===== src/rtl/pathOram_config.svh =====
//--------------------------------------------------------------------
// Tree size and DDR3 widths for simulation builds
// DDR_M_WIDTH must stay DDR_D_WIDTH / 8
//--------------------------------------------------------------------
`ifndef PATHORAM_CONFIG_SVH
`define PATHORAM_CONFIG_SVH

// Buckets in the ORAM tree, small so init ends quickly in simulation
`define ORAM_NUM_BUCKETS 15

// DDR3 native interface widths
`define DDR_A_WIDTH 28
`define DDR_C_WIDTH 3
`define DDR_D_WIDTH 512
`define DDR_M_WIDTH 64

// Bucket footprint in DDR words, also the header address step
`define BKT_DDR_WORDS 4

// Header layout
`define IV_ENTROPY_WIDTH 64
// One valid bit per block slot
`define BKT_VALID_BITS 4

`endif


===== src/rtl/pathOramPkg.sv =====
//--------------------------------------------------------------------
// Shared types and derived constants for the DRAM front end
//--------------------------------------------------------------------
`include "pathOram_config.svh"

package pathOramPkg;

	//--------------------------------------------------------------------
	// Types
	//--------------------------------------------------------------------

	// DDR3 native command opcodes
	typedef enum logic [`DDR_C_WIDTH-1:0] {
		cmdWrite = `DDR_C_WIDTH'(0),
		cmdRead  = `DDR_C_WIDTH'(1)
	} ddrCmdE;

	// Owner of the DDR3 channels
	typedef enum logic {
		modeInit = 1'b0,
		modeRun  = 1'b1
	} arbModeE;

	//--------------------------------------------------------------------
	// Derived constants
	//--------------------------------------------------------------------

	// First address past the last bucket header
	localparam logic [`DDR_A_WIDTH-1:0] endOfTreeAddr =
		`DDR_A_WIDTH'(`BKT_DDR_WORDS * `ORAM_NUM_BUCKETS);

	// Header bits left after both IVs and the valid bits
	localparam int spaceRemaining =
		`DDR_D_WIDTH - 2 * `IV_ENTROPY_WIDTH - `BKT_VALID_BITS;

endpackage


===== src/rtl/dramInitializer.sv =====
//--------------------------------------------------------------------
// Writes one cleared header per bucket once DDR3 calibration is done
// IV fields are written as zero, no encryption in this path
//--------------------------------------------------------------------
`timescale 1ns/1ps
`include "pathOram_config.svh"

module dramInitializer (
	input  logic                         Clock,
	input  logic                         rstN,

	// Command channel
	output logic [`DDR_A_WIDTH-1:0]      initCmdAddr,
	output pathOramPkg::ddrCmdE          initCmd,
	output logic                         initCmdValid,
	input  logic                         initCmdReady,

	// Write data channel
	output logic [`DDR_D_WIDTH-1:0]      initWrData,
	output logic [`DDR_M_WIDTH-1:0]      initWrMask,
	output logic                         initWrValid,
	input  logic                         initWrReady,

	// Status
	output logic                         initDone
);

	//--------------------------------------------------------------------
	// Constants
	//--------------------------------------------------------------------

	// Address distance between consecutive bucket headers
	localparam logic [`DDR_A_WIDTH-1:0] addrStep = `DDR_A_WIDTH'(`BKT_DDR_WORDS);

	// Header fields, all zero
	localparam logic [`IV_ENTROPY_WIDTH-1:0] ivField = '0;
	localparam logic [`BKT_VALID_BITS-1:0] validField = '0;
	localparam logic [pathOramPkg::spaceRemaining-1:0] spaceField = '0;

	//--------------------------------------------------------------------
	// Stepping counters
	//--------------------------------------------------------------------

	// Command address counter doubles as the command address
	logic [`DDR_A_WIDTH-1:0] cmdCount;
	// Separate data counter lets commands run ahead of data
	logic [`DDR_A_WIDTH-1:0] wrCount;
	logic                    cmdFire;
	logic                    wrFire;

	assign cmdFire = initCmdValid & initCmdReady;
	assign wrFire = initWrValid & initWrReady;

	always_ff @(posedge Clock or negedge rstN) begin
		if (!rstN) begin
			cmdCount <= '0;
		end else if (cmdFire) begin
			cmdCount <= cmdCount + addrStep;
		end
	end

	always_ff @(posedge Clock or negedge rstN) begin
		if (!rstN) begin
			wrCount <= '0;
		end else if (wrFire) begin
			wrCount <= wrCount + addrStep;
		end
	end

	//--------------------------------------------------------------------
	// Channel outputs
	//--------------------------------------------------------------------

	// Each valid drops once its own counter hits the end of tree
	assign initCmdValid = (cmdCount != pathOramPkg::endOfTreeAddr);
	assign initWrValid = (wrCount != pathOramPkg::endOfTreeAddr);

	// Counters freeze at the end, so done holds until reset
	assign initDone = ~initCmdValid & ~initWrValid;

	assign initCmdAddr = cmdCount;
	assign initCmd = pathOramPkg::cmdWrite;

	// IV, valid bits, second IV, remaining space
	assign initWrData = {ivField, validField, ivField, spaceField};
	// Mask bit low means byte enabled
	assign initWrMask = '0;

	//--------------------------------------------------------------------
	// Assertions
	//--------------------------------------------------------------------

	// Counters never step past the last bucket
	cmdCountBound: assert property (@(posedge Clock) disable iff (!rstN)
		cmdCount <= pathOramPkg::endOfTreeAddr);

	wrCountBound: assert property (@(posedge Clock) disable iff (!rstN)
		wrCount <= pathOramPkg::endOfTreeAddr);

	// Done is sticky until the next reset
	doneSticky: assert property (@(posedge Clock) disable iff (!rstN)
		initDone |=> initDone);

endmodule


===== src/rtl/dramCmdArbiter.sv =====
//--------------------------------------------------------------------
// Hands the DDR3 channels to the initializer, then to the ORAM side
// Pass-through is combinational, no buffering on either path
//--------------------------------------------------------------------
`timescale 1ns/1ps
`include "pathOram_config.svh"

module dramCmdArbiter (
	input  logic                         Clock,
	input  logic                         rstN,
	input  logic                         initDone,

	// Initializer channels
	input  logic [`DDR_A_WIDTH-1:0]      initCmdAddr,
	input  pathOramPkg::ddrCmdE          initCmd,
	input  logic                         initCmdValid,
	output logic                         initCmdReady,
	input  logic [`DDR_D_WIDTH-1:0]      initWrData,
	input  logic [`DDR_M_WIDTH-1:0]      initWrMask,
	input  logic                         initWrValid,
	output logic                         initWrReady,

	// ORAM controller channels
	input  logic [`DDR_A_WIDTH-1:0]      oramCmdAddr,
	input  pathOramPkg::ddrCmdE          oramCmd,
	input  logic                         oramCmdValid,
	output logic                         oramCmdReady,
	input  logic [`DDR_D_WIDTH-1:0]      oramWrData,
	input  logic [`DDR_M_WIDTH-1:0]      oramWrMask,
	input  logic                         oramWrValid,
	output logic                         oramWrReady,

	// DDR3 channels
	output logic [`DDR_A_WIDTH-1:0]      ddrCmdAddr,
	output pathOramPkg::ddrCmdE          ddrCmd,
	output logic                         ddrCmdValid,
	input  logic                         ddrCmdReady,
	output logic [`DDR_D_WIDTH-1:0]      ddrWrData,
	output logic [`DDR_M_WIDTH-1:0]      ddrWrMask,
	output logic                         ddrWrValid,
	input  logic                         ddrWrReady,

	output logic                         oramReady
);

	//--------------------------------------------------------------------
	// Mode register
	//--------------------------------------------------------------------

	pathOramPkg::arbModeE mode;
	logic                 runMode;

	// One-way switch, init never comes back without reset
	always_ff @(posedge Clock or negedge rstN) begin
		if (!rstN) begin
			mode <= pathOramPkg::modeInit;
		end else if (initDone) begin
			mode <= pathOramPkg::modeRun;
		end
	end

	assign runMode = (mode == pathOramPkg::modeRun);
	assign oramReady = runMode;

	//--------------------------------------------------------------------
	// Channel select
	//--------------------------------------------------------------------

	always_comb begin
		if (runMode) begin
			ddrCmdAddr  = oramCmdAddr;
			ddrCmd      = oramCmd;
			ddrCmdValid = oramCmdValid;
			ddrWrData   = oramWrData;
			ddrWrMask   = oramWrMask;
			ddrWrValid  = oramWrValid;
		end else begin
			ddrCmdAddr  = initCmdAddr;
			ddrCmd      = initCmd;
			ddrCmdValid = initCmdValid;
			ddrWrData   = initWrData;
			ddrWrMask   = initWrMask;
			ddrWrValid  = initWrValid;
		end
	end

	// Readies go back only to the current owner
	assign oramCmdReady = runMode & ddrCmdReady;
	assign oramWrReady = runMode & ddrWrReady;
	assign initCmdReady = ~runMode & ddrCmdReady;
	assign initWrReady = ~runMode & ddrWrReady;

	//--------------------------------------------------------------------
	// Assertions
	//--------------------------------------------------------------------

	// Leaving init requires the initializer to be finished
	modeNeedsDone: assert property (@(posedge Clock) disable iff (!rstN)
		(mode == pathOramPkg::modeInit) && !initDone |=> (mode == pathOramPkg::modeInit));

	// ORAM side sees no ready while init owns DDR3
	noOramReadyInInit: assert property (@(posedge Clock) disable iff (!rstN)
		(mode == pathOramPkg::modeInit) |-> !oramCmdReady && !oramWrReady);

endmodule


===== src/rtl/oramDramFrontEnd.sv =====
//--------------------------------------------------------------------
// DRAM front end, tree init then ORAM pass-through to DDR3
// oramReady stays low until every bucket header has been written
//--------------------------------------------------------------------
`timescale 1ns/1ps
`include "pathOram_config.svh"

module oramDramFrontEnd (
	input  logic                         Clock,
	input  logic                         rstN,

	// ORAM controller side
	input  logic [`DDR_A_WIDTH-1:0]      oramCmdAddr,
	input  pathOramPkg::ddrCmdE          oramCmd,
	input  logic                         oramCmdValid,
	output logic                         oramCmdReady,
	input  logic [`DDR_D_WIDTH-1:0]      oramWrData,
	input  logic [`DDR_M_WIDTH-1:0]      oramWrMask,
	input  logic                         oramWrValid,
	output logic                         oramWrReady,

	// DDR3 side
	output logic [`DDR_A_WIDTH-1:0]      ddrCmdAddr,
	output pathOramPkg::ddrCmdE          ddrCmd,
	output logic                         ddrCmdValid,
	input  logic                         ddrCmdReady,
	output logic [`DDR_D_WIDTH-1:0]      ddrWrData,
	output logic [`DDR_M_WIDTH-1:0]      ddrWrMask,
	output logic                         ddrWrValid,
	input  logic                         ddrWrReady,

	output logic                         oramReady
);

	//--------------------------------------------------------------------
	// Initializer to arbiter
	//--------------------------------------------------------------------

	logic [`DDR_A_WIDTH-1:0] initCmdAddr;
	pathOramPkg::ddrCmdE     initCmd;
	logic                    initCmdValid;
	logic                    initCmdReady;
	logic [`DDR_D_WIDTH-1:0] initWrData;
	logic [`DDR_M_WIDTH-1:0] initWrMask;
	logic                    initWrValid;
	logic                    initWrReady;
	logic                    initDone;

	dramInitializer init_i (
		.Clock        (Clock),
		.rstN         (rstN),
		.initCmdAddr  (initCmdAddr),
		.initCmd      (initCmd),
		.initCmdValid (initCmdValid),
		.initCmdReady (initCmdReady),
		.initWrData   (initWrData),
		.initWrMask   (initWrMask),
		.initWrValid  (initWrValid),
		.initWrReady  (initWrReady),
		.initDone     (initDone)
	);

	// Owns the DDR3 channels
	dramCmdArbiter arb_i (
		.Clock        (Clock),
		.rstN         (rstN),
		.initDone     (initDone),
		.initCmdAddr  (initCmdAddr),
		.initCmd      (initCmd),
		.initCmdValid (initCmdValid),
		.initCmdReady (initCmdReady),
		.initWrData   (initWrData),
		.initWrMask   (initWrMask),
		.initWrValid  (initWrValid),
		.initWrReady  (initWrReady),
		.oramCmdAddr  (oramCmdAddr),
		.oramCmd      (oramCmd),
		.oramCmdValid (oramCmdValid),
		.oramCmdReady (oramCmdReady),
		.oramWrData   (oramWrData),
		.oramWrMask   (oramWrMask),
		.oramWrValid  (oramWrValid),
		.oramWrReady  (oramWrReady),
		.ddrCmdAddr   (ddrCmdAddr),
		.ddrCmd       (ddrCmd),
		.ddrCmdValid  (ddrCmdValid),
		.ddrCmdReady  (ddrCmdReady),
		.ddrWrData    (ddrWrData),
		.ddrWrMask    (ddrWrMask),
		.ddrWrValid   (ddrWrValid),
		.ddrWrReady   (ddrWrReady),
		.oramReady    (oramReady)
	);

endmodule


===== config.mk =====
export PLATFORM = sky130hd
export DESIGN_NAME = oramDramFrontEnd
export DESIGN_NICKNAME = d
export VERILOG_FILES = /design/src/rtl/pathOramPkg.sv /design/src/rtl/dramInitializer.sv /design/src/rtl/dramCmdArbiter.sv /design/src/rtl/oramDramFrontEnd.sv
export VERILOG_INCLUDE_DIRS = /design/src /design/src/rtl
export SDC_FILE = /design/constraint.sdc
export NUM_CORES = 1
export LEC_CHECK = 0
export ABC_AREA = 1
export BUFFER_PORTS_ARGS = -buffer_cell sky130_fd_sc_hd__buf_2
export CORE_AREA = 4 4 477 479
export DETAILED_ROUTE_END_ITERATION = 6
export DIE_AREA = 0 0 481 483
export GPL_TIMING_DRIVEN = 0
export PLACE_DENSITY = 0.3
export SETUP_SLACK_MARGIN = 0.4
export SKIP_CTS_REPAIR_TIMING = 1
export SLEW_MARGIN = 20
export SYNTH_ARGS = -nofsm -noshare
export SYNTH_HDL_FRONTEND = slang
export SYNTH_SLANG_ARGS = --single-unit

===== constraint.sdc =====
create_clock -name Clock -period 3.81 [get_ports Clock]
set_clock_uncertainty 0.1 [all_clocks]
set_input_delay 0.1905 -clock Clock [delete_from_list [all_inputs] [get_ports Clock]]
set_output_delay 0.1905 -clock Clock [all_outputs]
set_load 0.02 [all_outputs]

==> reports/qor_table.md <==
| Result | Reported | Unit |
| --- | --- | --- |
| Max Clk Rate | 0.3123 | GHz |
| Master cell of the clock root buffer | sky130_fd_sc_hd__clkbuf_16 | - |
| Average cell area after synthesis | 4.626 | um2 |
| Time the worst path needs with I/O delays and setup | 3.202 | ns |
| Via count of the first global-routing pass | 15790 | - |
| Total number of yosys warnings | 0 | - |
| Maximum number of pins on one net before global-route repair | 41 | - |
| Transition time of the tightest slew-check pin | 0.8443 | ns |
| Clock network fraction of design power | 0.258 | - |
| Via count | 16680 | - |
| Remaining global-route overflow | 0 | - |
| Cell with the largest stage delay on the worst path | sky130_fd_sc_hd__buf_2 | - |
| Leading cell types by total area after synthesis | sky130_fd_sc_hd__nand2_1, sky130_fd_sc_hd__inv_1, sky130_fd_sc_hd__dfrtp_1 | - |
| Unrepaired setup endpoints after global routing | no | - |
| Wire length per cell | 31.29 | um |
| Total count of hold-check failures in the final report | 0 | - |
| Post-synthesis adder-cell area fraction | 0.002967 | - |
| Area share of xor/xnor cells in the synthesized design | 0.02493 | - |
| Synth Area in Simple Gates | 0.4699 | - |
| Critical path's most frequent cell | sky130_fd_sc_hd__buf_2 | - |
| FF+latch count, synth | 53 | - |
| Sum of net half-perimeters after detailed placement | 184600 | um |
| Worst relative slew slack | 0.4371 | - |
| Peak VDD IR | 0.1797 | mV |
| CTS tree | built | - |
| Crit-path max FO | 10 | - |
| Critical path start-end classification | flip-flop to output pin | - |
| Library cells used by synthesis | 31 | - |
| Hold_ws | 0.1971 | ns |
| Final-report max-slew violation count | 0 | - |
| Final cycle utilization of the critical path | 0.8403 | - |
| Critical path data required time | 3.52 | ns |
| Area share of the largest cell type after synthesis | 0.3752 | - |
| Antenna Violating Nets Remaining | 1 | - |
| Core region area | 0.2236 | mm2 |
| Worst path bufs/invs | 5 | - |
| Failing checks | antenna rules | - |
| Number of clock sinks seen by CTS | 53 | - |
| Status | complete, but fails checks | - |
| Fraction of final layout cells sized beyond drive strength 1 | 0.4334 | - |
| Part of the power in registers | 0.351 | - |
| DRT iter0 DRCs | 1199 | - |
| List of cells traversed by the critical path | clkbuf_4 -> buf_2 -> buf_2 -> nand2_1 -> inv_1 -> buf_2 | - |
| Final Wtd Congestion | 0.9871 | - |
| Static leakage power | 14.17 | nW |
| Post-Route WL | 191700 | um |
| Classification of the worst-slack hold path | input pin to asynchronous set/reset pin | - |
| Total global-route track usage | 0.1564 | - |
| Largest stage delay, worst path | 0.55 | ns |
| Cell area after synthesis | 0.008433 | mm2 |
| Total of max-cap violations | 0 | - |
| Area Overhead vs Synth | 121.6 | % |
| Final setup violation count | 0 | - |
| Mux cell area share after synthesis | 0 | - |
| Antenna violations before repair | 218 | - |
| Clock Latency Late Sink | 0.31 | ns |
| Clock slew at reported path FFs | 0.09 | ns |
| Element type at the critical path end | output pin | - |
| H-tree level count | 2 | - |
| Dominant combinational cell family by area after synthesis | simple AND/OR/NAND/NOR gates | - |
| Worst-case clock buffer depth | 2 | - |
| Final-stage net count | 3671 | - |
| Net count of the mapped netlist | 2438 | - |
| Row Count | 174 | - |
| Port Buffer Count | 1224 | - |
| Horiz. Die Dim | 481 | um |
| Share of the synthesized area in compound gates (AO/OA/AOI/OAI) | 0.02018 | - |
| Synth area leader | sky130_fd_sc_hd__nand2_1 | - |
| Post-Synthesis Cells | 1823 | - |
| DR pass1 iterations | 5 | - |
| Cell area after placement | 0.01833 | mm2 |
| Remaining design rule violation count | 0 | - |
| Net Switching | 0.0007945 | W |
| First-pass GRT wire length | 223700 | um |
| Total power per unit cell area | 106.5 | mW/mm2 |
| Die height | 483 | um |
| Avg Vias per Cell | 2.722 | - |
| Number of CTS-inserted buffers | 5 | - |
| Arrival time worst endpoint | 2.91 | ns |
| Area of the die | 0.2323 | mm2 |
| Worst Setup Start Kind | flip-flop | - |
| # IOs | 1225 | - |
| Initial Utilization | 0.03772 | - |
| TNS Setup | 0 | ns |
| Number of fill cells in the layout | 27040 | - |
| Switching share of total power | 0.3991 | - |
| Largest delay contributor family on the critical path | buffers and inverters | - |
| Sequential element share of the synthesized area | 0.1573 | - |
| Post-Layout Inst Area | 0.01869 | mm2 |
| Share of total power in combinational logic | 0.390 | - |
| Cell internal power dissipation | 0.001196 | W |
## cells in the final DEF (no fill, tap or decap), drive strengths merged
cell type    Yosys  final
nand4            6      6
and2             1      1
nor3             8      8
nand3b           3      3
xor2            18     18
inv            629    629
or2              1      1
nand2          849    849
xnor2            6      6
clkinv           3      5
diode            0     77
dfrtp           53     53
buf             60   1284
ha               2      2
dlygate4sd3      0      1
nor2           103    103
nand3           35     35
nor4             1      1
clkbuf          14     21
o21ai           31     31
## area by class of cell
type	instances	area, um2	share of cell area
repair buffers	1226	6166	0.3299
multi-input cells	1064	4368	0.2337
well taps	2992	3744	0.2003
inverters	632	2374	0.1270
flip-flops and latches	53	1326	0.07096
plain buffers	74	367.9	0.01968
diodes	77	192.7	0.01031
clock buffers	6	138.9	0.007431
clock inverters	2	13.76	0.0007364
## sequential cells by signal (all words and copies together), names as in the netlist
register,flops
arb_i.oramReady,1
init_i.initCmdAddr,26
init_i.wrCount,26
## stage by stage
| step | instances | setup WS [ns] | utilization | total power [W] |
|---|---|---|---|---|
| 2_1_floorplan | 1823 | 2.041 | - | 0.0008962 |
| 3_3_place_gp | 6039 | 0.6631 | 0.08186 | 0.001490 |
| 3_5_place_dp | 6040 | 0.6612 | 0.08199 | 0.001499 |
| 4_1_cts | 6048 | 0.3216 | 0.08268 | 0.002023 |
| 5_1_grt | 6076 | 0.4819 | 0.08303 | 0.002099 |
| 6_report | 6126 | 0.6084 | 0.08359 | 0.001991 |
## cells in the mapped netlist
master,instances
sky130_fd_sc_hd__nand2_1,843
sky130_fd_sc_hd__inv_1,624
sky130_fd_sc_hd__nor2_1,90
sky130_fd_sc_hd__buf_2,58
sky130_fd_sc_hd__dfrtp_1,53
sky130_fd_sc_hd__nand3_1,32
sky130_fd_sc_hd__o21ai_0,27
sky130_fd_sc_hd__xor2_1,18
sky130_fd_sc_hd__clkbuf_1,14
sky130_fd_sc_hd__nor2_2,11
sky130_fd_sc_hd__nand4_1,6
sky130_fd_sc_hd__nor3_1,6
sky130_fd_sc_hd__xnor2_1,6
sky130_fd_sc_hd__inv_2,5
sky130_fd_sc_hd__nand2_2,5
sky130_fd_sc_hd__nand3b_1,3
sky130_fd_sc_hd__buf_6,2
sky130_fd_sc_hd__clkinv_1,2
sky130_fd_sc_hd__ha_1,2
sky130_fd_sc_hd__nand3_2,2
sky130_fd_sc_hd__nor2_4,2
sky130_fd_sc_hd__nor3_2,2
sky130_fd_sc_hd__o21ai_1,2
sky130_fd_sc_hd__and2_1,1
sky130_fd_sc_hd__clkinv_2,1
sky130_fd_sc_hd__nand2_4,1
sky130_fd_sc_hd__nand3_4,1
sky130_fd_sc_hd__nor4_1,1
sky130_fd_sc_hd__o21ai_2,1
sky130_fd_sc_hd__o21ai_4,1
sky130_fd_sc_hd__or2_1,1
## kinds of logic after synthesis
| group | after synthesis |
|---|---|
| simple gates | 1007 |
| buf+inv | 706 |
| flops | 53 |
| compound gates | 31 |
| xor+xnor | 24 |
| fa+ha+maj | 2 |
## per-layer routing
| layer | share of wire | up-vias | GRT usage |
|---|---|---|---|
| met5 | 0.0026 | - | 0 |
| met4 | 0.020 | 76 | 0.01757 |
| met3 | 0.091 | 263 | 0.05500 |
| met2 | 0.49 | 1095 | 0.2808 |
| met1 | 0.40 | 7800 | 0.1828 |
| li1 | - | 7444 | - |
## power by group through the flow
| stage | registers, W | clock network (W) | logic (W) |
|---|---|---|---|
| 6_report | 0.000700 | 0.000514 | 0.000777 |
| 5_1_grt | 0.000708 | 0.000555 | 0.000836 |
| 4_1_cts | 0.000697 | 0.000531 | 0.000794 |
| 3_5_place_dp | 0.000708 | 0 | 0.000790 |
| 3_3_place_gp | 0.000707 | 0 | 0.000783 |
| 2_1_floorplan | 0.000684 | 0 | 0.000212 |
## worst paths after layout
path | start | endpoint | slack (ns) | cells after the start
min | rstN | init_i.wrCount[22]$_DFFE_PN0P_ | 0.20 | 2
max | arb_i.oramReady$_DFFE_PN0P_ | ddrWrData[92] | 0.61 | 6
max reg2reg | init_i.initCmdAddr[2]$_DFFE_PN0P_ | init_i.initCmdAddr[27]$_DFFE_PN0P_ | 1.85 | 7
max in group asynchronous | rstN | arb_i.oramReady$_DFFE_PN0P_ | 2.90 | 3
min in group Clock | ddrCmdReady | init_i.initCmdAddr[4]$_DFFE_PN0P_ | 0.34 | 5
min reg2reg | init_i.wrCount[26]$_DFFE_PN0P_ | init_i.wrCount[26]$_DFFE_PN0P_ | 0.41 | 2
No activity file was read; power rests on OpenSTA's default activity.
